File: config.mk
export PLATFORM = sky130hd
export DESIGN_NAME = shell_lite_top
export DESIGN_NICKNAME = d
export VERILOG_FILES = /design/src/rtl/shell_pkg.sv /design/src/rtl/pcis_ctrl.sv /design/src/rtl/axi_wr_chan.sv /design/src/rtl/axi_rd_chan.sv /design/src/rtl/cl_reg_slave.sv /design/src/rtl/shell_lite_top.sv
export SDC_FILE = /design/constraint.sdc
export NUM_CORES = 1
export LEC_CHECK = 0
export ABC_AREA = 1
export CORE_ASPECT_RATIO = 0.9
export CORE_MARGIN = 5
export CORE_UTILIZATION = 25
export CTS_CLUSTER_DIAMETER = 40
export CTS_CLUSTER_SIZE = 14
export DETAILED_ROUTE_END_ITERATION = 16
export DONT_BUFFER_PORTS = 1
export MAX_ROUTING_LAYER = met4
export SLEW_MARGIN = 20
export SYNTH_ARGS = -nofsm -noshare
export SYNTH_HDL_FRONTEND = slang
export SYNTH_SLANG_ARGS = --single-unit
File: constraint.sdc
create_clock -name clk_out -period 3.74 [get_ports clk_out]
set_clock_uncertainty 0.1 [all_clocks]
set_input_delay 0.374 -clock clk_out [delete_from_list [all_inputs] [get_ports clk_out]]
set_output_delay 0.374 -clock clk_out [all_outputs]
set_load 0.005 [all_outputs]
File: src/rtl/shell_pkg.sv
// ----------------------------------------------------------
// Shell lite shared definitions
// Bus width, AXI response codes, register map and the
// identification word of the custom logic
// ----------------------------------------------------------

package shell_pkg;

   // Register and bus data width
   localparam int DATA_W = 32;

   // AXI response codes
   localparam logic [1:0] RESP_OKAY   = 2'b00;
   localparam logic [1:0] RESP_SLVERR = 2'b10;

   // Register indices, byte address with low two bits dropped
   localparam int REG_ID  = 0;
   localparam int REG_CTL = 1;

   // Fixed identification word seen at REG_ID
   localparam logic [DATA_W-1:0] CL_ID = 32'h5E11_C0DE;

endpackage

File: src/rtl/pcis_ctrl.sv
// ----------------------------------------------------------
// Host command controller
// Latches host commands, starts the AXI channel drivers,
// returns results and sequences function-level reset
// ----------------------------------------------------------

`timescale 1ns/1ns

module pcis_ctrl #(
   parameter int ADDR_W = 8
) (
   input  logic                         clk_out,
   input  logic                         rst_n_i,
   input  logic                         cmd_valid_i,
   input  logic                         cmd_write_i,
   input  logic [ADDR_W-1:0]            cmd_addr_i,
   input  logic [shell_pkg::DATA_W-1:0] cmd_wdata_i,
   input  logic                         flr_assert_i,
   input  logic                         wr_done_i,
   input  logic [1:0]                   wr_resp_i,
   input  logic                         rd_done_i,
   input  logic [shell_pkg::DATA_W-1:0] rd_data_i,
   input  logic [1:0]                   rd_resp_i,
   output logic                         cmd_busy_o,
   output logic                         cmd_done_o,
   output logic [shell_pkg::DATA_W-1:0] cmd_rdata_o,
   output logic [1:0]                   cmd_resp_o,
   output logic                         flr_done_o,
   output logic                         wr_start_o,
   output logic                         rd_start_o,
   output logic [ADDR_W-1:0]            addr_o,
   output logic [shell_pkg::DATA_W-1:0] wdata_o,
   output logic                         clr_o
);

   localparam logic [1:0] ST_IDLE  = 2'd0;
   localparam logic [1:0] ST_WRITE = 2'd1;
   localparam logic [1:0] ST_READ  = 2'd2;
   localparam logic [1:0] ST_CLR   = 2'd3;

   logic [1:0] state_q;
   logic       idle;

   assign idle       = (state_q == ST_IDLE);
   assign cmd_busy_o = !idle;

   // ----------------------------------------------------------
   // State machine and strobes
   // ----------------------------------------------------------
   always_ff @(posedge clk_out or negedge rst_n_i) begin
      if (!rst_n_i) begin
         state_q    <= ST_IDLE;
         wr_start_o <= 1'b0;
         rd_start_o <= 1'b0;
         cmd_done_o <= 1'b0;
         flr_done_o <= 1'b0;
         clr_o      <= 1'b0;
      end else begin
         wr_start_o <= 1'b0;
         rd_start_o <= 1'b0;
         cmd_done_o <= 1'b0;
         flr_done_o <= 1'b0;
         clr_o      <= 1'b0;
         case (state_q)
            ST_IDLE: begin
               // FLR request wins over a command in the same cycle
               if (flr_assert_i) begin
                  state_q <= ST_CLR;
                  clr_o   <= 1'b1;
               end else if (cmd_valid_i) begin
                  state_q    <= cmd_write_i ? ST_WRITE : ST_READ;
                  wr_start_o <= cmd_write_i;
                  rd_start_o <= !cmd_write_i;
               end
            end
            ST_WRITE: begin
               if (wr_done_i) begin
                  state_q    <= ST_IDLE;
                  cmd_done_o <= 1'b1;
               end
            end
            ST_READ: begin
               if (rd_done_i) begin
                  state_q    <= ST_IDLE;
                  cmd_done_o <= 1'b1;
               end
            end
            default: begin
               // Slave clears on the clr edge, done follows
               state_q    <= ST_IDLE;
               flr_done_o <= 1'b1;
            end
         endcase
      end
   end

   // Command payload, held until the next acceptance
   always_ff @(posedge clk_out) begin
      if (idle && cmd_valid_i && !flr_assert_i) begin
         addr_o  <= cmd_addr_i;
         wdata_o <= cmd_wdata_i;
      end
   end

   // Results hold until the next completion
   always_ff @(posedge clk_out) begin
      if (state_q == ST_WRITE && wr_done_i) begin
         cmd_resp_o <= wr_resp_i;
      end else if (state_q == ST_READ && rd_done_i) begin
         cmd_resp_o  <= rd_resp_i;
         cmd_rdata_o <= rd_data_i;
      end
   end

   // Host must not strobe while a command or clear is running
   a_no_cmd_busy: assert property (@(posedge clk_out) disable iff (!rst_n_i)
      (cmd_valid_i || flr_assert_i) |-> !cmd_busy_o);

   // One start per busy window, only in its first cycle
   a_one_start: assert property (@(posedge clk_out) disable iff (!rst_n_i)
      (wr_start_o || rd_start_o) |-> (cmd_busy_o && !$past(cmd_busy_o)));

endmodule

File: src/rtl/axi_wr_chan.sv
// ----------------------------------------------------------
// AXI write channel driver
// Single-beat write on aw and w, then waits for b
// ----------------------------------------------------------

`timescale 1ns/1ns

module axi_wr_chan #(
   parameter int ADDR_W = 8
) (
   input  logic                         clk_out,
   input  logic                         rst_n_i,
   input  logic                         start_i,
   input  logic [ADDR_W-1:0]            addr_i,
   input  logic [shell_pkg::DATA_W-1:0] wdata_i,
   input  logic                         awready_i,
   input  logic                         wready_i,
   input  logic                         bvalid_i,
   input  logic [1:0]                   bresp_i,
   output logic                         awvalid_o,
   output logic [ADDR_W-1:0]            awaddr_o,
   output logic                         wvalid_o,
   output logic [shell_pkg::DATA_W-1:0] wdata_o,
   output logic                         bready_o,
   output logic                         done_o,
   output logic [1:0]                   resp_o
);

   logic b_hs;

   assign b_hs = bvalid_i && bready_o;

   // Valids drop on their own handshakes, bready on the response
   always_ff @(posedge clk_out or negedge rst_n_i) begin
      if (!rst_n_i) begin
         awvalid_o <= 1'b0;
         wvalid_o  <= 1'b0;
         bready_o  <= 1'b0;
         done_o    <= 1'b0;
      end else begin
         awvalid_o <= start_i || (awvalid_o && !awready_i);
         wvalid_o  <= start_i || (wvalid_o && !wready_i);
         bready_o  <= start_i || (bready_o && !bvalid_i);
         done_o    <= b_hs;
      end
   end

   always_ff @(posedge clk_out) begin
      if (start_i) begin
         awaddr_o <= addr_i;
         wdata_o  <= wdata_i;
      end
      if (b_hs) begin
         resp_o <= bresp_i;
      end
   end

   a_awaddr_stable: assert property (@(posedge clk_out) disable iff (!rst_n_i)
      (awvalid_o && !awready_i) |=> $stable(awaddr_o));

endmodule

File: src/rtl/axi_rd_chan.sv
// ----------------------------------------------------------
// AXI read channel driver
// Address goes out in the start cycle, data is captured
// on the r handshake
// ----------------------------------------------------------

`timescale 1ns/1ns

module axi_rd_chan #(
   parameter int ADDR_W = 8
) (
   input  logic                         clk_out,
   input  logic                         rst_n_i,
   input  logic                         start_i,
   input  logic [ADDR_W-1:0]            addr_i,
   input  logic                         arready_i,
   input  logic                         rvalid_i,
   input  logic [shell_pkg::DATA_W-1:0] rdata_i,
   input  logic [1:0]                   rresp_i,
   output logic                         arvalid_o,
   output logic [ADDR_W-1:0]            araddr_o,
   output logic                         rready_o,
   output logic                         done_o,
   output logic [shell_pkg::DATA_W-1:0] rdata_o,
   output logic [1:0]                   resp_o
);

   logic              ar_pend_q;
   logic [ADDR_W-1:0] addr_q;
   logic              r_hs;

   // Start cycle drives the input address, later cycles the held one
   assign arvalid_o = start_i || ar_pend_q;
   assign araddr_o  = ar_pend_q ? addr_q : addr_i;
   assign r_hs      = rvalid_i && rready_o;

   always_ff @(posedge clk_out or negedge rst_n_i) begin
      if (!rst_n_i) begin
         ar_pend_q <= 1'b0;
         rready_o  <= 1'b0;
         done_o    <= 1'b0;
      end else begin
         ar_pend_q <= arvalid_o && !arready_i;
         rready_o  <= start_i || (rready_o && !rvalid_i);
         done_o    <= r_hs;
      end
   end

   always_ff @(posedge clk_out) begin
      if (start_i) begin
         addr_q <= addr_i;
      end
      if (r_hs) begin
         rdata_o <= rdata_i;
         resp_o  <= rresp_i;
      end
   end

   // Valid and address both hold until the slave takes them
   a_arvalid_hold: assert property (@(posedge clk_out) disable iff (!rst_n_i)
      (arvalid_o && !arready_i) |=> (arvalid_o && $stable(araddr_o)));

endmodule

File: src/rtl/cl_reg_slave.sv
// ----------------------------------------------------------
// Custom logic register slave
// Single-beat AXI register file with an ID word, a control
// register and scratch registers, cleared by FLR
// ----------------------------------------------------------

`timescale 1ns/1ns

module cl_reg_slave #(
   parameter int ADDR_W   = 8,
   parameter int NUM_REGS = 8
) (
   input  logic                         clk_out,
   input  logic                         rst_n_i,
   input  logic                         clr_i,
   input  logic [ADDR_W-1:0]            awaddr_i,
   input  logic                         awvalid_i,
   output logic                         awready_o,
   input  logic [shell_pkg::DATA_W-1:0] wdata_i,
   input  logic                         wvalid_i,
   output logic                         wready_o,
   output logic [1:0]                   bresp_o,
   output logic                         bvalid_o,
   input  logic                         bready_i,
   input  logic [ADDR_W-1:0]            araddr_i,
   input  logic                         arvalid_i,
   output logic                         arready_o,
   output logic [shell_pkg::DATA_W-1:0] rdata_o,
   output logic [1:0]                   rresp_o,
   output logic                         rvalid_o,
   input  logic                         rready_i,
   output logic [shell_pkg::DATA_W-1:0] ctl_o
);

   // Storage for the writable registers only
   logic [shell_pkg::DATA_W-1:0] regs_q [1:NUM_REGS-1];
   logic [ADDR_W-3:0]            wr_idx, rd_idx;
   logic                         wr_hs, wr_ok, rd_hs;
   logic [shell_pkg::DATA_W-1:0] rd_data;
   logic [1:0]                   rd_resp;

   // Word index from the byte address
   assign wr_idx = awaddr_i[ADDR_W-1:2];
   assign rd_idx = araddr_i[ADDR_W-1:2];

   // Address and data accepted together and never over a pending response
   assign awready_o = awvalid_i && wvalid_i && !bvalid_o;
   assign wready_o  = awready_o;
   assign wr_hs     = awready_o;
   assign wr_ok     = (wr_idx != shell_pkg::REG_ID) && (wr_idx < NUM_REGS);

   assign arready_o = arvalid_i && !rvalid_o;
   assign rd_hs     = arready_o;

   assign ctl_o = regs_q[shell_pkg::REG_CTL];

   // ----------------------------------------------------------
   // Register file
   // ----------------------------------------------------------
   always_ff @(posedge clk_out or negedge rst_n_i) begin
      if (!rst_n_i) begin
         for (int i = 1; i < NUM_REGS; i++) begin
            regs_q[i] <= '0;
         end
      end else if (clr_i) begin
         for (int i = 1; i < NUM_REGS; i++) begin
            regs_q[i] <= '0;
         end
      end else if (wr_hs && wr_ok) begin
         regs_q[wr_idx] <= wdata_i;
      end
   end

   // Read decode with the ID word at index 0
   always_comb begin
      rd_data = '0;
      rd_resp = shell_pkg::RESP_OKAY;
      if (rd_idx == shell_pkg::REG_ID) begin
         rd_data = shell_pkg::CL_ID;
      end else if (rd_idx < NUM_REGS) begin
         rd_data = regs_q[rd_idx];
      end else begin
         rd_resp = shell_pkg::RESP_SLVERR;
      end
   end

   // ----------------------------------------------------------
   // Response channels
   // ----------------------------------------------------------
   always_ff @(posedge clk_out or negedge rst_n_i) begin
      if (!rst_n_i) begin
         bvalid_o <= 1'b0;
         rvalid_o <= 1'b0;
      end else begin
         bvalid_o <= wr_hs || (bvalid_o && !bready_i);
         rvalid_o <= rd_hs || (rvalid_o && !rready_i);
      end
   end

   always_ff @(posedge clk_out) begin
      if (wr_hs) begin
         bresp_o <= wr_ok ? shell_pkg::RESP_OKAY : shell_pkg::RESP_SLVERR;
      end
      if (rd_hs) begin
         rdata_o <= rd_data;
         rresp_o <= rd_resp;
      end
   end

   // Response stays valid and unchanged until the driver takes it
   a_bvalid_hold: assert property (@(posedge clk_out) disable iff (!rst_n_i)
      (bvalid_o && !bready_i) |=> (bvalid_o && $stable(bresp_o)));

endmodule

File: src/rtl/shell_lite_top.sv
// ----------------------------------------------------------
// Shell lite top level
// Host command port, AXI write and read channel drivers and
// the custom logic register slave behind them
// ----------------------------------------------------------

`timescale 1ns/1ns

module shell_lite_top #(
   parameter int ADDR_W   = 8,
   parameter int NUM_REGS = 8
) (
   input  logic                        clk_out,
   input  logic                        rst_n_i,
   input  logic                        cmd_valid_i,
   input  logic                        cmd_write_i,
   input  logic [ADDR_W-1:0]           cmd_addr_i,
   input  logic [shell_pkg::DATA_W-1:0] cmd_wdata_i,
   input  logic                        flr_assert_i,
   output logic                        cmd_busy_o,
   output logic                        cmd_done_o,
   output logic [shell_pkg::DATA_W-1:0] cmd_rdata_o,
   output logic [1:0]                  cmd_resp_o,
   output logic                        flr_done_o,
   output logic [shell_pkg::DATA_W-1:0] ctl_o
);

   // Controller to drivers
   logic                         wr_start, rd_start, wr_done, rd_done, clr;
   logic [ADDR_W-1:0]            addr;
   logic [shell_pkg::DATA_W-1:0] wdata, rd_data;
   logic [1:0]                   wr_resp, rd_resp;

   // AXI channels
   logic                         awvalid, awready, wvalid, wready, bvalid, bready;
   logic                         arvalid, arready, rvalid, rready;
   logic [ADDR_W-1:0]            awaddr, araddr;
   logic [shell_pkg::DATA_W-1:0] axi_wdata, axi_rdata;
   logic [1:0]                   bresp, rresp;

   pcis_ctrl #(.ADDR_W(ADDR_W)) ctrl_i (
      .clk_out      (clk_out),
      .rst_n_i      (rst_n_i),
      .cmd_valid_i  (cmd_valid_i),
      .cmd_write_i  (cmd_write_i),
      .cmd_addr_i   (cmd_addr_i),
      .cmd_wdata_i  (cmd_wdata_i),
      .flr_assert_i (flr_assert_i),
      .wr_done_i    (wr_done),
      .wr_resp_i    (wr_resp),
      .rd_done_i    (rd_done),
      .rd_data_i    (rd_data),
      .rd_resp_i    (rd_resp),
      .cmd_busy_o   (cmd_busy_o),
      .cmd_done_o   (cmd_done_o),
      .cmd_rdata_o  (cmd_rdata_o),
      .cmd_resp_o   (cmd_resp_o),
      .flr_done_o   (flr_done_o),
      .wr_start_o   (wr_start),
      .rd_start_o   (rd_start),
      .addr_o       (addr),
      .wdata_o      (wdata),
      .clr_o        (clr)
   );

   axi_wr_chan #(.ADDR_W(ADDR_W)) wr_chan_i (
      .clk_out   (clk_out),
      .rst_n_i   (rst_n_i),
      .start_i   (wr_start),
      .addr_i    (addr),
      .wdata_i   (wdata),
      .awready_i (awready),
      .wready_i  (wready),
      .bvalid_i  (bvalid),
      .bresp_i   (bresp),
      .awvalid_o (awvalid),
      .awaddr_o  (awaddr),
      .wvalid_o  (wvalid),
      .wdata_o   (axi_wdata),
      .bready_o  (bready),
      .done_o    (wr_done),
      .resp_o    (wr_resp)
   );

   axi_rd_chan #(.ADDR_W(ADDR_W)) rd_chan_i (
      .clk_out   (clk_out),
      .rst_n_i   (rst_n_i),
      .start_i   (rd_start),
      .addr_i    (addr),
      .arready_i (arready),
      .rvalid_i  (rvalid),
      .rdata_i   (axi_rdata),
      .rresp_i   (rresp),
      .arvalid_o (arvalid),
      .araddr_o  (araddr),
      .rready_o  (rready),
      .done_o    (rd_done),
      .rdata_o   (rd_data),
      .resp_o    (rd_resp)
   );

   cl_reg_slave #(.ADDR_W(ADDR_W), .NUM_REGS(NUM_REGS)) slave_i (
      .clk_out   (clk_out),
      .rst_n_i   (rst_n_i),
      .clr_i     (clr),
      .awaddr_i  (awaddr),
      .awvalid_i (awvalid),
      .awready_o (awready),
      .wdata_i   (axi_wdata),
      .wvalid_i  (wvalid),
      .wready_o  (wready),
      .bresp_o   (bresp),
      .bvalid_o  (bvalid),
      .bready_i  (bready),
      .araddr_i  (araddr),
      .arvalid_i (arvalid),
      .arready_o (arready),
      .rdata_o   (axi_rdata),
      .rresp_o   (rresp),
      .rvalid_o  (rvalid),
      .rready_i  (rready),
      .ctl_o     (ctl_o)
   );

endmodule

==> results of run 1 <==
## flip-flops by register name, indices dropped and copies added (netlist names), 2 cells and up
name,flops
slave_i.regs_q,192
ctrl_i.cmd_rdata_o,32
ctrl_i.wdata_o,32
rd_chan_i.rdata_o,32
slave_i.ctl_o,32
slave_i.rdata_o,32
wr_chan_i.wdata_o,32
ctrl_i.addr_o,6
rd_chan_i.addr_q,6
wr_chan_i.awaddr_o,6
ctrl_i.state_q,2
## routing by layer
| metal | track usage [%] | vias to the layer above |
|---|---|---|
| met1 | 17.74 | 6401 |
| met2 | 19.94 | 629 |
| met4 | 4.771 | 0 |
| met5 | - | - |
| li1 | - | 6105 |
| met3 | 3.463 | 124 |
## cells in the final DEF, fill, tap and decap left out, drive strengths merged, types with 18 or more instances in the layout
master,n
nand2,354
nand3,343
o21ai,246
dfrtp,240
inv,240
edfxtp,183
nor2,94
clkbuf,63
buf,50
dlygate4sd3,40
clkinv,18
## worst paths after layout
check | startpoint | end | slack (ns) | cells after the start
max | wr_chan_i.awaddr_o[4] | slave_i.ctl_o[6] | 1.14 | 5
min | rst_n_i | ctrl_i.clr_o | -0.62 | 0
max reg2reg | wr_chan_i.awaddr_o[4] | slave_i.ctl_o[6] | 1.14 | 5
min reg2reg | ctrl_i.wdata_o[21] | wr_chan_i.wdata_o[21] | 0.31 | 0
max in group asynchronous | rst_n_i | slave_i.regs_q[76] | 3.74 | 0
min in group clk_out | cmd_valid_i | ctrl_i.state_q[0] | 0.07 | 4
## power by group
part           leakage, nW  switching (mW)  internal (mW)
Combinational         2.94            1.93          0.670
Sequential            5.00           0.142           5.20
Clock                0.897            2.10           3.16
## logic make-up (layout without fill, tap and decap cells)
| group | count (synthesis) | in the layout |
|---|---|---|
| other cells | 1 | 1 |
| mux | 1 | 1 |
| flops | 423 | 423 |
| compound gates | 260 | 260 |
| simple gates | 798 | 798 |
| buf+inv | 362 | 421 |
| fa+ha+maj | 4 | 4 |
## area by class of cell
type / count / area (sq um)
clock inverter: 38 / 416.7
clock buffer: 63 / 1438
sequential: 423 / 11500
inverter: 230 / 868.3
timing repair buffer: 90 / 813.3
multi-input combinational: 1064 / 4902
tap: 950 / 1189
fill: 7416 / 50320
==> results by group, run 1 <==
Run status
  • Outcome: finished with violations
  • Failing checks: negative hold slack

Synth
  • Area contributors post-synth: dfrtp_1 (33%), edfxtp_1 (31%), nand3_1 (9.5%), nand2_1 (7.2%), o21ai_0 (6.8%)
  • Main combinational cell family by area after synthesis: simple AND/OR/NAND/NOR gates
  • FF+latch count, synth: 423
  • Ys flop type: dfrtp_1
  • Post-Synth Adder-Cell Area: 0.2786%
  • Cells after synthesis: 1849
  • Simple-gate portion of the synthesized area: 19.43%
  • Yosys top cell by area: dfrtp_1
  • Async set-reset flop share out of synthesis: 56.74%
  • XOR/XNOR Fraction of Synth Area: 0%
  • Seq/Total Area, Yosys: 64.03%
  • Compound-Gate Fraction of Synth Area: 7.335%
  • Mux cell area share after synthesis: 0.06269%
  • Synthesized cell area: 17960 sq um
  • Area share of the largest cell type after synthesis: 33.44%
  • Net Count, Synth: 1898
  • Top cells by count, synth: nand2_1 (346), nand3_1 (342), o21ai_0 (245)
  • Post-Syn Area per Cell: 9.715 sq um
  • Top-count cell post-synth: nand2_1
  • Post-synth EDFFs: 183
  • Synth warn: 0
  • Post-synthesis cell type count: 31

Clock network
  • Clock root cell: clkbuf_16
  • CTS buffer count: 54
  • Post-CTS Hold Buffers: 40
  • CTS Buffer Depth: 3
  • Postcts setup bufs: 0
  • TritonCTS clock tree: done
  • Worst-Skew Late Latency: 0.60 ns
  • CTS Sinks: 423
  • H-tree depth: 2
  • Post-cts sizing count: 0
  • Reg clk slew, reported paths: 0.06 ns

GRT
  • First-pass GRT wire length: 78.84 mm
  • Vias in the first global route: 13070
  • Largest net degree at the start of global routing: 241
  • Initial antenna violation count: 0
  • Gr ovfl total: 0
  • Total GRT Usage: 13.39%

Detailed routing
  • Number of DRC markers in iteration 0: 1393
  • Met3 WL post-DR: 4.651 mm
  • Wire length on met2: 23.10 mm
  • Via density per instance: 4.639
  • Total vias in the final route: 13260
  • Detailed Route WL: 51.67 mm
  • Top sig layer: met4
  • Post-DRT Antenna Nets: 0
  • DR WL/cell: 18.08 um
  • DR pass1 iterations: 5
  • Wl on met1: 22.31 mm
  • Post-route DRC: 0

Layout
  • Finished Layout Cells: 2858
  • Layout cells sized above 1: 8.543%
  • Nets: 1912
  • Synthesis-to-layout area growth: 17.63%
  • Design Area, Final: 21130 sq um
  • Layout Utilization: 29.57%
  • Ant. Diodes: 0

Placed design
  • HPWL after detailed placement: 33.25 mm
  • Placer Congestion: 0.8338
  • Placed insts: 2717
  • Pre-CTS setup slack: 1.241 ns
  • Cell Area, Placed: 18870 sq um
  • Port Buffers: 0

Timing
  • Crit path time final: 2.601 ns
  • RSZ-0062 raised after global routing: false
  • Hold Slack: -0.6161 ns
  • Worst slew pin tran: 1.165 ns
  • Max transition margin: 22.12%
  • Final hold violation count: 240
  • Final Max Tran Viols: 0
  • Final worst setup slack: 1.139 ns
  • Setup_tns: 0 ns
  • Setup-failing EPs final: 0
  • Fmax: 384.4 MHz
  • Final period util: 69.55%

Critical path
  • Startpoint Class: flip-flop
  • CP Cell Sequence: nor2_1 -> nand2_1 -> nor2_1 -> clkinv_1 -> o31ai_1
  • Buf/Inv on CP: 1
  • Setup CP Type: flip-flop to flip-flop
  • Slowest stage delay, CP: 0.88 ns
  • Critical path fanouts, max: 23
  • Crit path arrival time: 2.97 ns
  • CP max stage cell: clkinv_1
  • Most common cell on crit path: nor2_1
  • Critical Path RT: 4.11 ns
  • Top delay family on crit path: buffers and inverters
  • Worst Setup End Kind: flip-flop

Power and ir drop
  • VDD IR max: 0.0002922 V
  • Pwr dens: 624.6 nW/um^2
  • Leak: 8.840 nW
  • Pwr Total: 13.20 mW

Min path
  • Worst Hold Class: input pin to asynchronous set/reset pin

Floorplan
  • Ports: 114
  • Initial Util: 25.14%
  • Std cell rows: 93
  • Die area: 77320 sq um
  • Core area: 71450 sq um
  • Chip width: 292.5 um
  • Die H: 264.3 um

Run
  • # Max-Cap Violations: 0
Power figures use the tool's default switching activity.
==> run 2: changes to the inputs <==
- clock period: 3.74 -> 2.3 ns (I/O delays scaled with it)
==> results by group, run 2 (same netlist as run 1, synthesis figures left out) <==
Run status
  • Outcome: finished with violations
  • Failing checks: negative hold slack

Timing
  • Final period util: 92.46% (+23 points)
  • Final Max Tran Viols: 0 (unchanged)
  • Crit path time final: 2.127 ns (-0.4747 ns)
  • Setup_tns: 0 ns (unchanged)
  • Worst slew pin tran: 0.8719 ns (-0.2934 ns)
  • Final hold violation count: 240 (unchanged)
  • Fmax: 470.2 MHz (+22%)
  • Setup-failing EPs final: 0 (unchanged)
  • Max transition margin: 41.87% (+20 points)
  • Hold Slack: -0.7771 ns (-0.1609 ns)
  • RSZ-0062 raised after global routing: false

Power and ir drop
  • Switching power: 6.964 mW (+67%)
  • Pwr Total: 21.83 mW (+65%)
  • Clock network power share: 39.6% (-0.2 points)
  • Sw Share: 31.90% (+0.28 points)
  • Reg power frac: 39.6% (-0.8 points)
  • Internal: 14.87 mW (+65%)
  • Pwr dens: 1019 nW/um^2 (+63%)
  • Leak: 9.001 nW (+1.8%)
  • VDD IR max: 0.0006088 V (+110%)
  • Combinational share of power: 20.7% (+1.0 points)

Clock network
  • Post-CTS Hold Buffers: 43 (+7.5%)
  • Reg clk slew, reported paths: 0.06 ns (about the same)
  • CTS Buffer Depth: 3 (unchanged)
  • Post-cts sizing count: 0 (unchanged)
  • H-tree depth: 2 (unchanged)
  • CTS Sinks: 423 (unchanged)
  • Clock root cell: clkbuf_16
  • TritonCTS clock tree: done
  • Worst-Skew Late Latency: 0.61 ns (about the same)
  • CTS buffer count: 55 (+1.9%)

Layout
  • Commonest non-fill, non-tap cell in the layout: nand2_1
  • Fillers: 7336 (-1.1%)
  • Most frequent cells in the layout: nand2_1 (346), nand3_1 (342), o21ai_0 (245)
  • Max reg flops: 192 (unchanged)
  • Ant. Diodes: 0 (unchanged)
  • Nets: 1938 (+1.4%)
  • Finished Layout Cells: 2884 (+0.91%)
  • Most flop-heavy register: slave_i.regs_q
  • Layout cells sized above 1: 9.669% (+1.1 points)
  • Synthesis-to-layout area growth: 19.28%

GRT
  • Gr ovfl total: 0 (unchanged)
  • First-pass GRT wire length: 81.32 mm (+3.2%)
  • Initial antenna violation count: 0 (unchanged)
  • Total GRT Usage: 13.80% (+0.41 points)
  • Largest net degree at the start of global routing: 241 (unchanged)
  • Vias in the first global route: 13320 (+1.9%)

Detailed routing
  • DR pass1 iterations: 5 (unchanged)
  • Post-route DRC: 0 (unchanged)
  • Via density per instance: 4.656 (+0.35%)
  • Total vias in the final route: 13430 (+1.3%)
  • Post-DRT Antenna Nets: 0 (unchanged)
  • Detailed Route WL: 52.49 mm (+1.6%)
  • DR WL/cell: 18.20 um (+0.67%)
  • Number of DRC markers in iteration 0: 1091 (-22%)

Placed design
  • Port Buffers: 0 (unchanged)
  • Placer Congestion: 0.9010 (+8.1%)
  • Placed insts: 2737 (+0.74%)
  • HPWL after detailed placement: 34.15 mm (+2.7%)

Floorplan
  • Ports: 114 (unchanged)
  • Die area: 77320 sq um (unchanged)
  • Initial Util: 25.14% (unchanged)
  • Chip width: 292.5 um (unchanged)
  • Die H: 264.3 um (unchanged)
  • Core area: 71450 sq um (unchanged)
  • Std cell rows: 93 (unchanged)

Critical path
  • Crit path arrival time: 2.57 ns (-0.40 ns)
  • Worst Setup End Kind: flip-flop
  • Critical Path RT: 2.74 ns (-1.37 ns)
  • Startpoint Class: flip-flop
  • Setup CP Type: flip-flop to flip-flop
  • Critical path fanouts, max: 20 (-13%)

Min path
  • Worst Hold Class: input pin to asynchronous set/reset pin

Run
  • # Max-Cap Violations: 0 (unchanged)
==> run 2: cell types whose count changed in the layout (fill, tap and decap cells not counted), sizes merged <==
cell | previous run | this run
clkinv | 18 | 10
clkbuf | 63 | 66
inv | 240 | 247
buf | 50 | 71
dlygate4sd3 | 40 | 43
==> run 2: metal layers <==
metal	track usage, %	up-vias	share of wire (%)
li1	-	6166	-
met1	18.48	6568	44
met2	20.21	587	44
met3	3.985	106	9.0
met4	4.515	0	3.0
met5	-	-	0
==> run 2: cell type report <==
cell class / count / area [sq um] / area share (%)
clock buffers: 65 / 1444 / 6.739
flip-flops and latches: 423 / 11500 / 53.69
clock inverters: 37 / 419.2 / 1.956
multi-input cells: 1064 / 4902 / 22.88
repair buffers: 115 / 1101 / 5.139
well taps: 950 / 1189 / 5.548
inverters: 230 / 868.3 / 4.053
==> run 2: what timing repair did <==
item,4_1_cts,5_1_grt
hold endpoints to repair,321,240
setup buffers,0,1
endpoints found under the setup margin,0,2
==> run 2: worst max-delay path: stages (launching register included) <==
cell and delay, ns:
dfrtp_1 0.41, inv_1 0.10, ha_1 0.23, inv_1 0.12
nor3_4 0.19, buf_12 0.20, inv_1 0.07, dlygate4sd3_1 0.55
nor2_1 0.08
==> run 2: path summary, 6_finish.rpt <==
path                                    endpoint                 from  cells after the start  slack [ns]
min                            ctrl_i.flr_done_o              rst_n_i                      0       -0.78
max                            ctrl_i.wr_start_o    ctrl_i.state_q[0]                      8        0.17
max reg2reg                    ctrl_i.wr_start_o    ctrl_i.state_q[0]                      8        0.17
min reg2reg                rd_chan_i.rdata_o[27]  slave_i.rdata_o[27]                      0        0.31
max in group asynchronous    slave_i.regs_q[183]              rst_n_i                      0        2.15
min in group clk_out            ctrl_i.addr_o[3]        cmd_addr_i[3]                      1        0.15
==> run 2: stage by stage <==
stage	util [%]	worst slack, ns	area, sq um	hold WS [ns]
after floorplan	-	0.03463	17980	-0.1656
after global placement	26.73	0.2748	19100	-0.1577
after detailed placement	26.73	0.2266	19100	-0.1582
after CTS	29.94	0.06404	21390	-0.8134
after global routing	29.99	0.03546	21430	-0.8115
final	29.99	0.1734	21430	-0.7771
==> run 2: power groups by stage <==
stage | clock network, mW | logic, mW | registers [mW]
after floorplan | 0 | 2.78 | 8.73
after global placement | 0 | 4.30 | 8.80
after detailed placement | 0 | 4.36 | 8.81
after CTS | 8.87 | 4.45 | 8.67
after global routing | 9.23 | 4.94 | 8.71
final | 8.65 | 4.53 | 8.66
==> run 3: changes to the inputs <==
- CTS_BUF_LIST: default -> sky130_fd_sc_hd__clkbuf_2
- PLACE_DENSITY: default -> 0.47
==> results by group, run 3 (same netlist as run 1, synthesis figures left out) <==
Run status
  • Outcome: finished with violations
  • Failing checks: negative hold slack

Power and ir drop
  • Pwr dens: 880.1 nW/um^2 (-14%)
  • Pwr Total: 18.68 mW (-14%)
  • Leak: 8.952 nW (-0.55%)
  • VDD IR max: 0.0003653 V (-40%)

Detailed routing
  • DR pass1 iterations: 6 (+1)
  • Via density per instance: 4.600 (-1.2%)
  • DR WL/cell: 18.57 um (+2.0%)
  • Number of DRC markers in iteration 0: 1062 (-2.7%)
  • Total vias in the final route: 13680 (+1.9%)
  • Post-route DRC: 0 (unchanged)
  • Post-DRT Antenna Nets: 0 (unchanged)
  • Detailed Route WL: 55.22 mm (+5.2%)

Floorplan
  • Chip width: 292.5 um (unchanged)
  • Initial Util: 25.14% (unchanged)
  • Die area: 77320 sq um (unchanged)
  • Std cell rows: 93 (unchanged)
  • Die H: 264.3 um (unchanged)
  • Ports: 114 (unchanged)
  • Core area: 71450 sq um (unchanged)

GRT
  • First-pass GRT wire length: 85.00 mm (+4.5%)
  • Vias in the first global route: 13390 (+0.53%)
  • Largest net degree at the start of global routing: 241 (unchanged)
  • Initial antenna violation count: 1 (+1)
  • Gr ovfl total: 0 (unchanged)
  • Total GRT Usage: 14.47% (+0.67 points)

Clock network
  • CTS Buffer Depth: 3 (unchanged)
  • Post-CTS Hold Buffers: 108 (+150%)
  • Clock root cell: clkbuf_2
  • Reg clk slew, reported paths: 0.18 ns (+0.12 ns)
  • CTS buffer count: 61 (+11%)
  • CTS Sinks: 423 (unchanged)
  • TritonCTS clock tree: done
  • Worst-Skew Late Latency: 1.11 ns (+0.50 ns)
  • H-tree depth: 2 (unchanged)

Layout
  • Nets: 2018 (+4.1%)
  • Commonest non-fill, non-tap cell in the layout: nand2_1
  • Most flop-heavy register: slave_i.regs_q
  • Most frequent cells in the layout: nand2_1 (346), nand3_1 (342), o21ai_0 (245)
  • Finished Layout Cells: 2974 (+3.1%)
  • Layout cells sized above 1: 10.78% (+1.1 points)
  • Fillers: 7509 (+2.4%)
  • Design Area, Final: 21230 sq um (-0.91%)
  • Synthesis-to-layout area growth: 18.19%
  • Max reg flops: 192 (unchanged)

Critical path
  • CP startpoint: ctrl_i.state_q[0]
  • Worst Setup End Kind: primary output
  • R2R Setup Slk: 0.18 ns (about the same)
  • Startpoint Class: flip-flop
  • Crit path to: cmd_busy_o
  • Setup CP Type: flip-flop to primary output
  • Worst R2R Path Depth: 9 (+1)
  • Critical Path RT: 1.97 ns (-0.77 ns)
  • Critical path fanouts, max: 2 (-90%)
  • R2r startpoint: rd_chan_i.ar_pend_q
  • Reg2reg end: slave_i.rdata_o[0]
  • Crit path arrival time: 1.82 ns (-0.75 ns)

Placed design
  • HPWL after detailed placement: 35.54 mm (+4.1%)
  • Cell Area, Placed: 19180 sq um (+0.45%)
  • Placer Congestion: 0.8318 (-7.7%)
  • Placed insts: 2740 (+0.11%)
  • Port Buffers: 0 (unchanged)
  • Pre-CTS setup slack: 0.08160 ns (-0.1450 ns)

Timing
  • Max transition margin: 44.80% (+2.9 points)
  • Setup_tns: 0 ns (unchanged)
  • Hold Slack: -1.297 ns (-0.5199 ns)
  • Final hold violation count: 240 (unchanged)
  • Final period util: 93.34% (+0.88 points)
  • RSZ-0062 raised after global routing: true
  • Fmax: 465.8 MHz (-0.94%)
  • Crit path time final: 2.147 ns (+0.02015 ns)
  • Worst slew pin tran: 0.8280 ns (-0.04388 ns)
  • Setup-failing EPs final: 0 (unchanged)
  • Final worst setup slack: 0.1533 ns (-0.02015 ns)
  • Final Max Tran Viols: 0 (unchanged)

Run
  • # Max-Cap Violations: 0 (unchanged)

Min path
  • Worst Hold Class: input pin to asynchronous set/reset pin
==> run 3: per-stage QoR <==
step	util [%]	hold WS [ns]
global route	29.71	-1.460
CTS	29.67	-1.514
detailed placement	26.85	-0.1551
finish	29.72	-1.297
floorplan	-	-0.1656
global placement	26.85	-0.1567
==> run 3: power by group <==
part | leakage, nW | switching [mW] | internal, mW | total [mW]
registers | 5.00 | 0.214 | 8.43 | 8.65
clock network | 0.540 | 3.19 | 1.97 | 5.16
logic | 3.41 | 3.40 | 1.47 | 4.88
==> run 3: critical path, cell delays in order, from the launching register on <==
cell and delay (ns):
dfrtp_1 0.43, inv_2 0.09, ha_4 0.16, inv_4 0.04
==> run 3: area by class of cell <==
| type | instances | area (sq um) | share of cell area, % |
|---|---|---|---|
| inverter | 230 | 874.6 | 4.120 |
| clock buffer | 68 | 340.3 | 1.603 |
| tap | 950 | 1189 | 5.599 |
| multi-input combinational | 1064 | 4915 | 23.15 |
| sequential | 423 | 11500 | 54.18 |
| clock inverter | 48 | 540.5 | 2.546 |
| timing repair buffer | 189 | 1864 | 8.781 |
| antenna | 2 | 5.005 | 0.02357 |
==> run 3: worst min path at each step <==
stage                 start                 end  slack (ns)  cells after the start
global placement    rst_n_i   ctrl_i.state_q[0]       -0.16                      0
detailed placement  rst_n_i   ctrl_i.state_q[1]       -0.16                      0
floorplan           rst_n_i        ctrl_i.clr_o       -0.17                      0
CTS                 rst_n_i  slave_i.regs_q[28]       -1.51                      0
finish              rst_n_i   ctrl_i.state_q[0]       -1.30                      0
global route        rst_n_i  slave_i.regs_q[28]       -1.46                      0
==> run 3: timing repair <==
action / in CTS / in global routing
setup endpoints to repair: 1 / 39
pin swaps: 1 / 2
resized for setup: 5 / 2
setup buffers: 5 / 3
endpoints found under the hold margin: 321 / 240
==> run 3: metal layers <==
metal	routed length [um]	vias to the layer above	global-route usage [%]
met3	4125	115	2.791
met5	0	-	-
met1	24790	6627	19.88
li1	-	6351	-
met4	1387	0	4.183
met2	24910	586	21.92
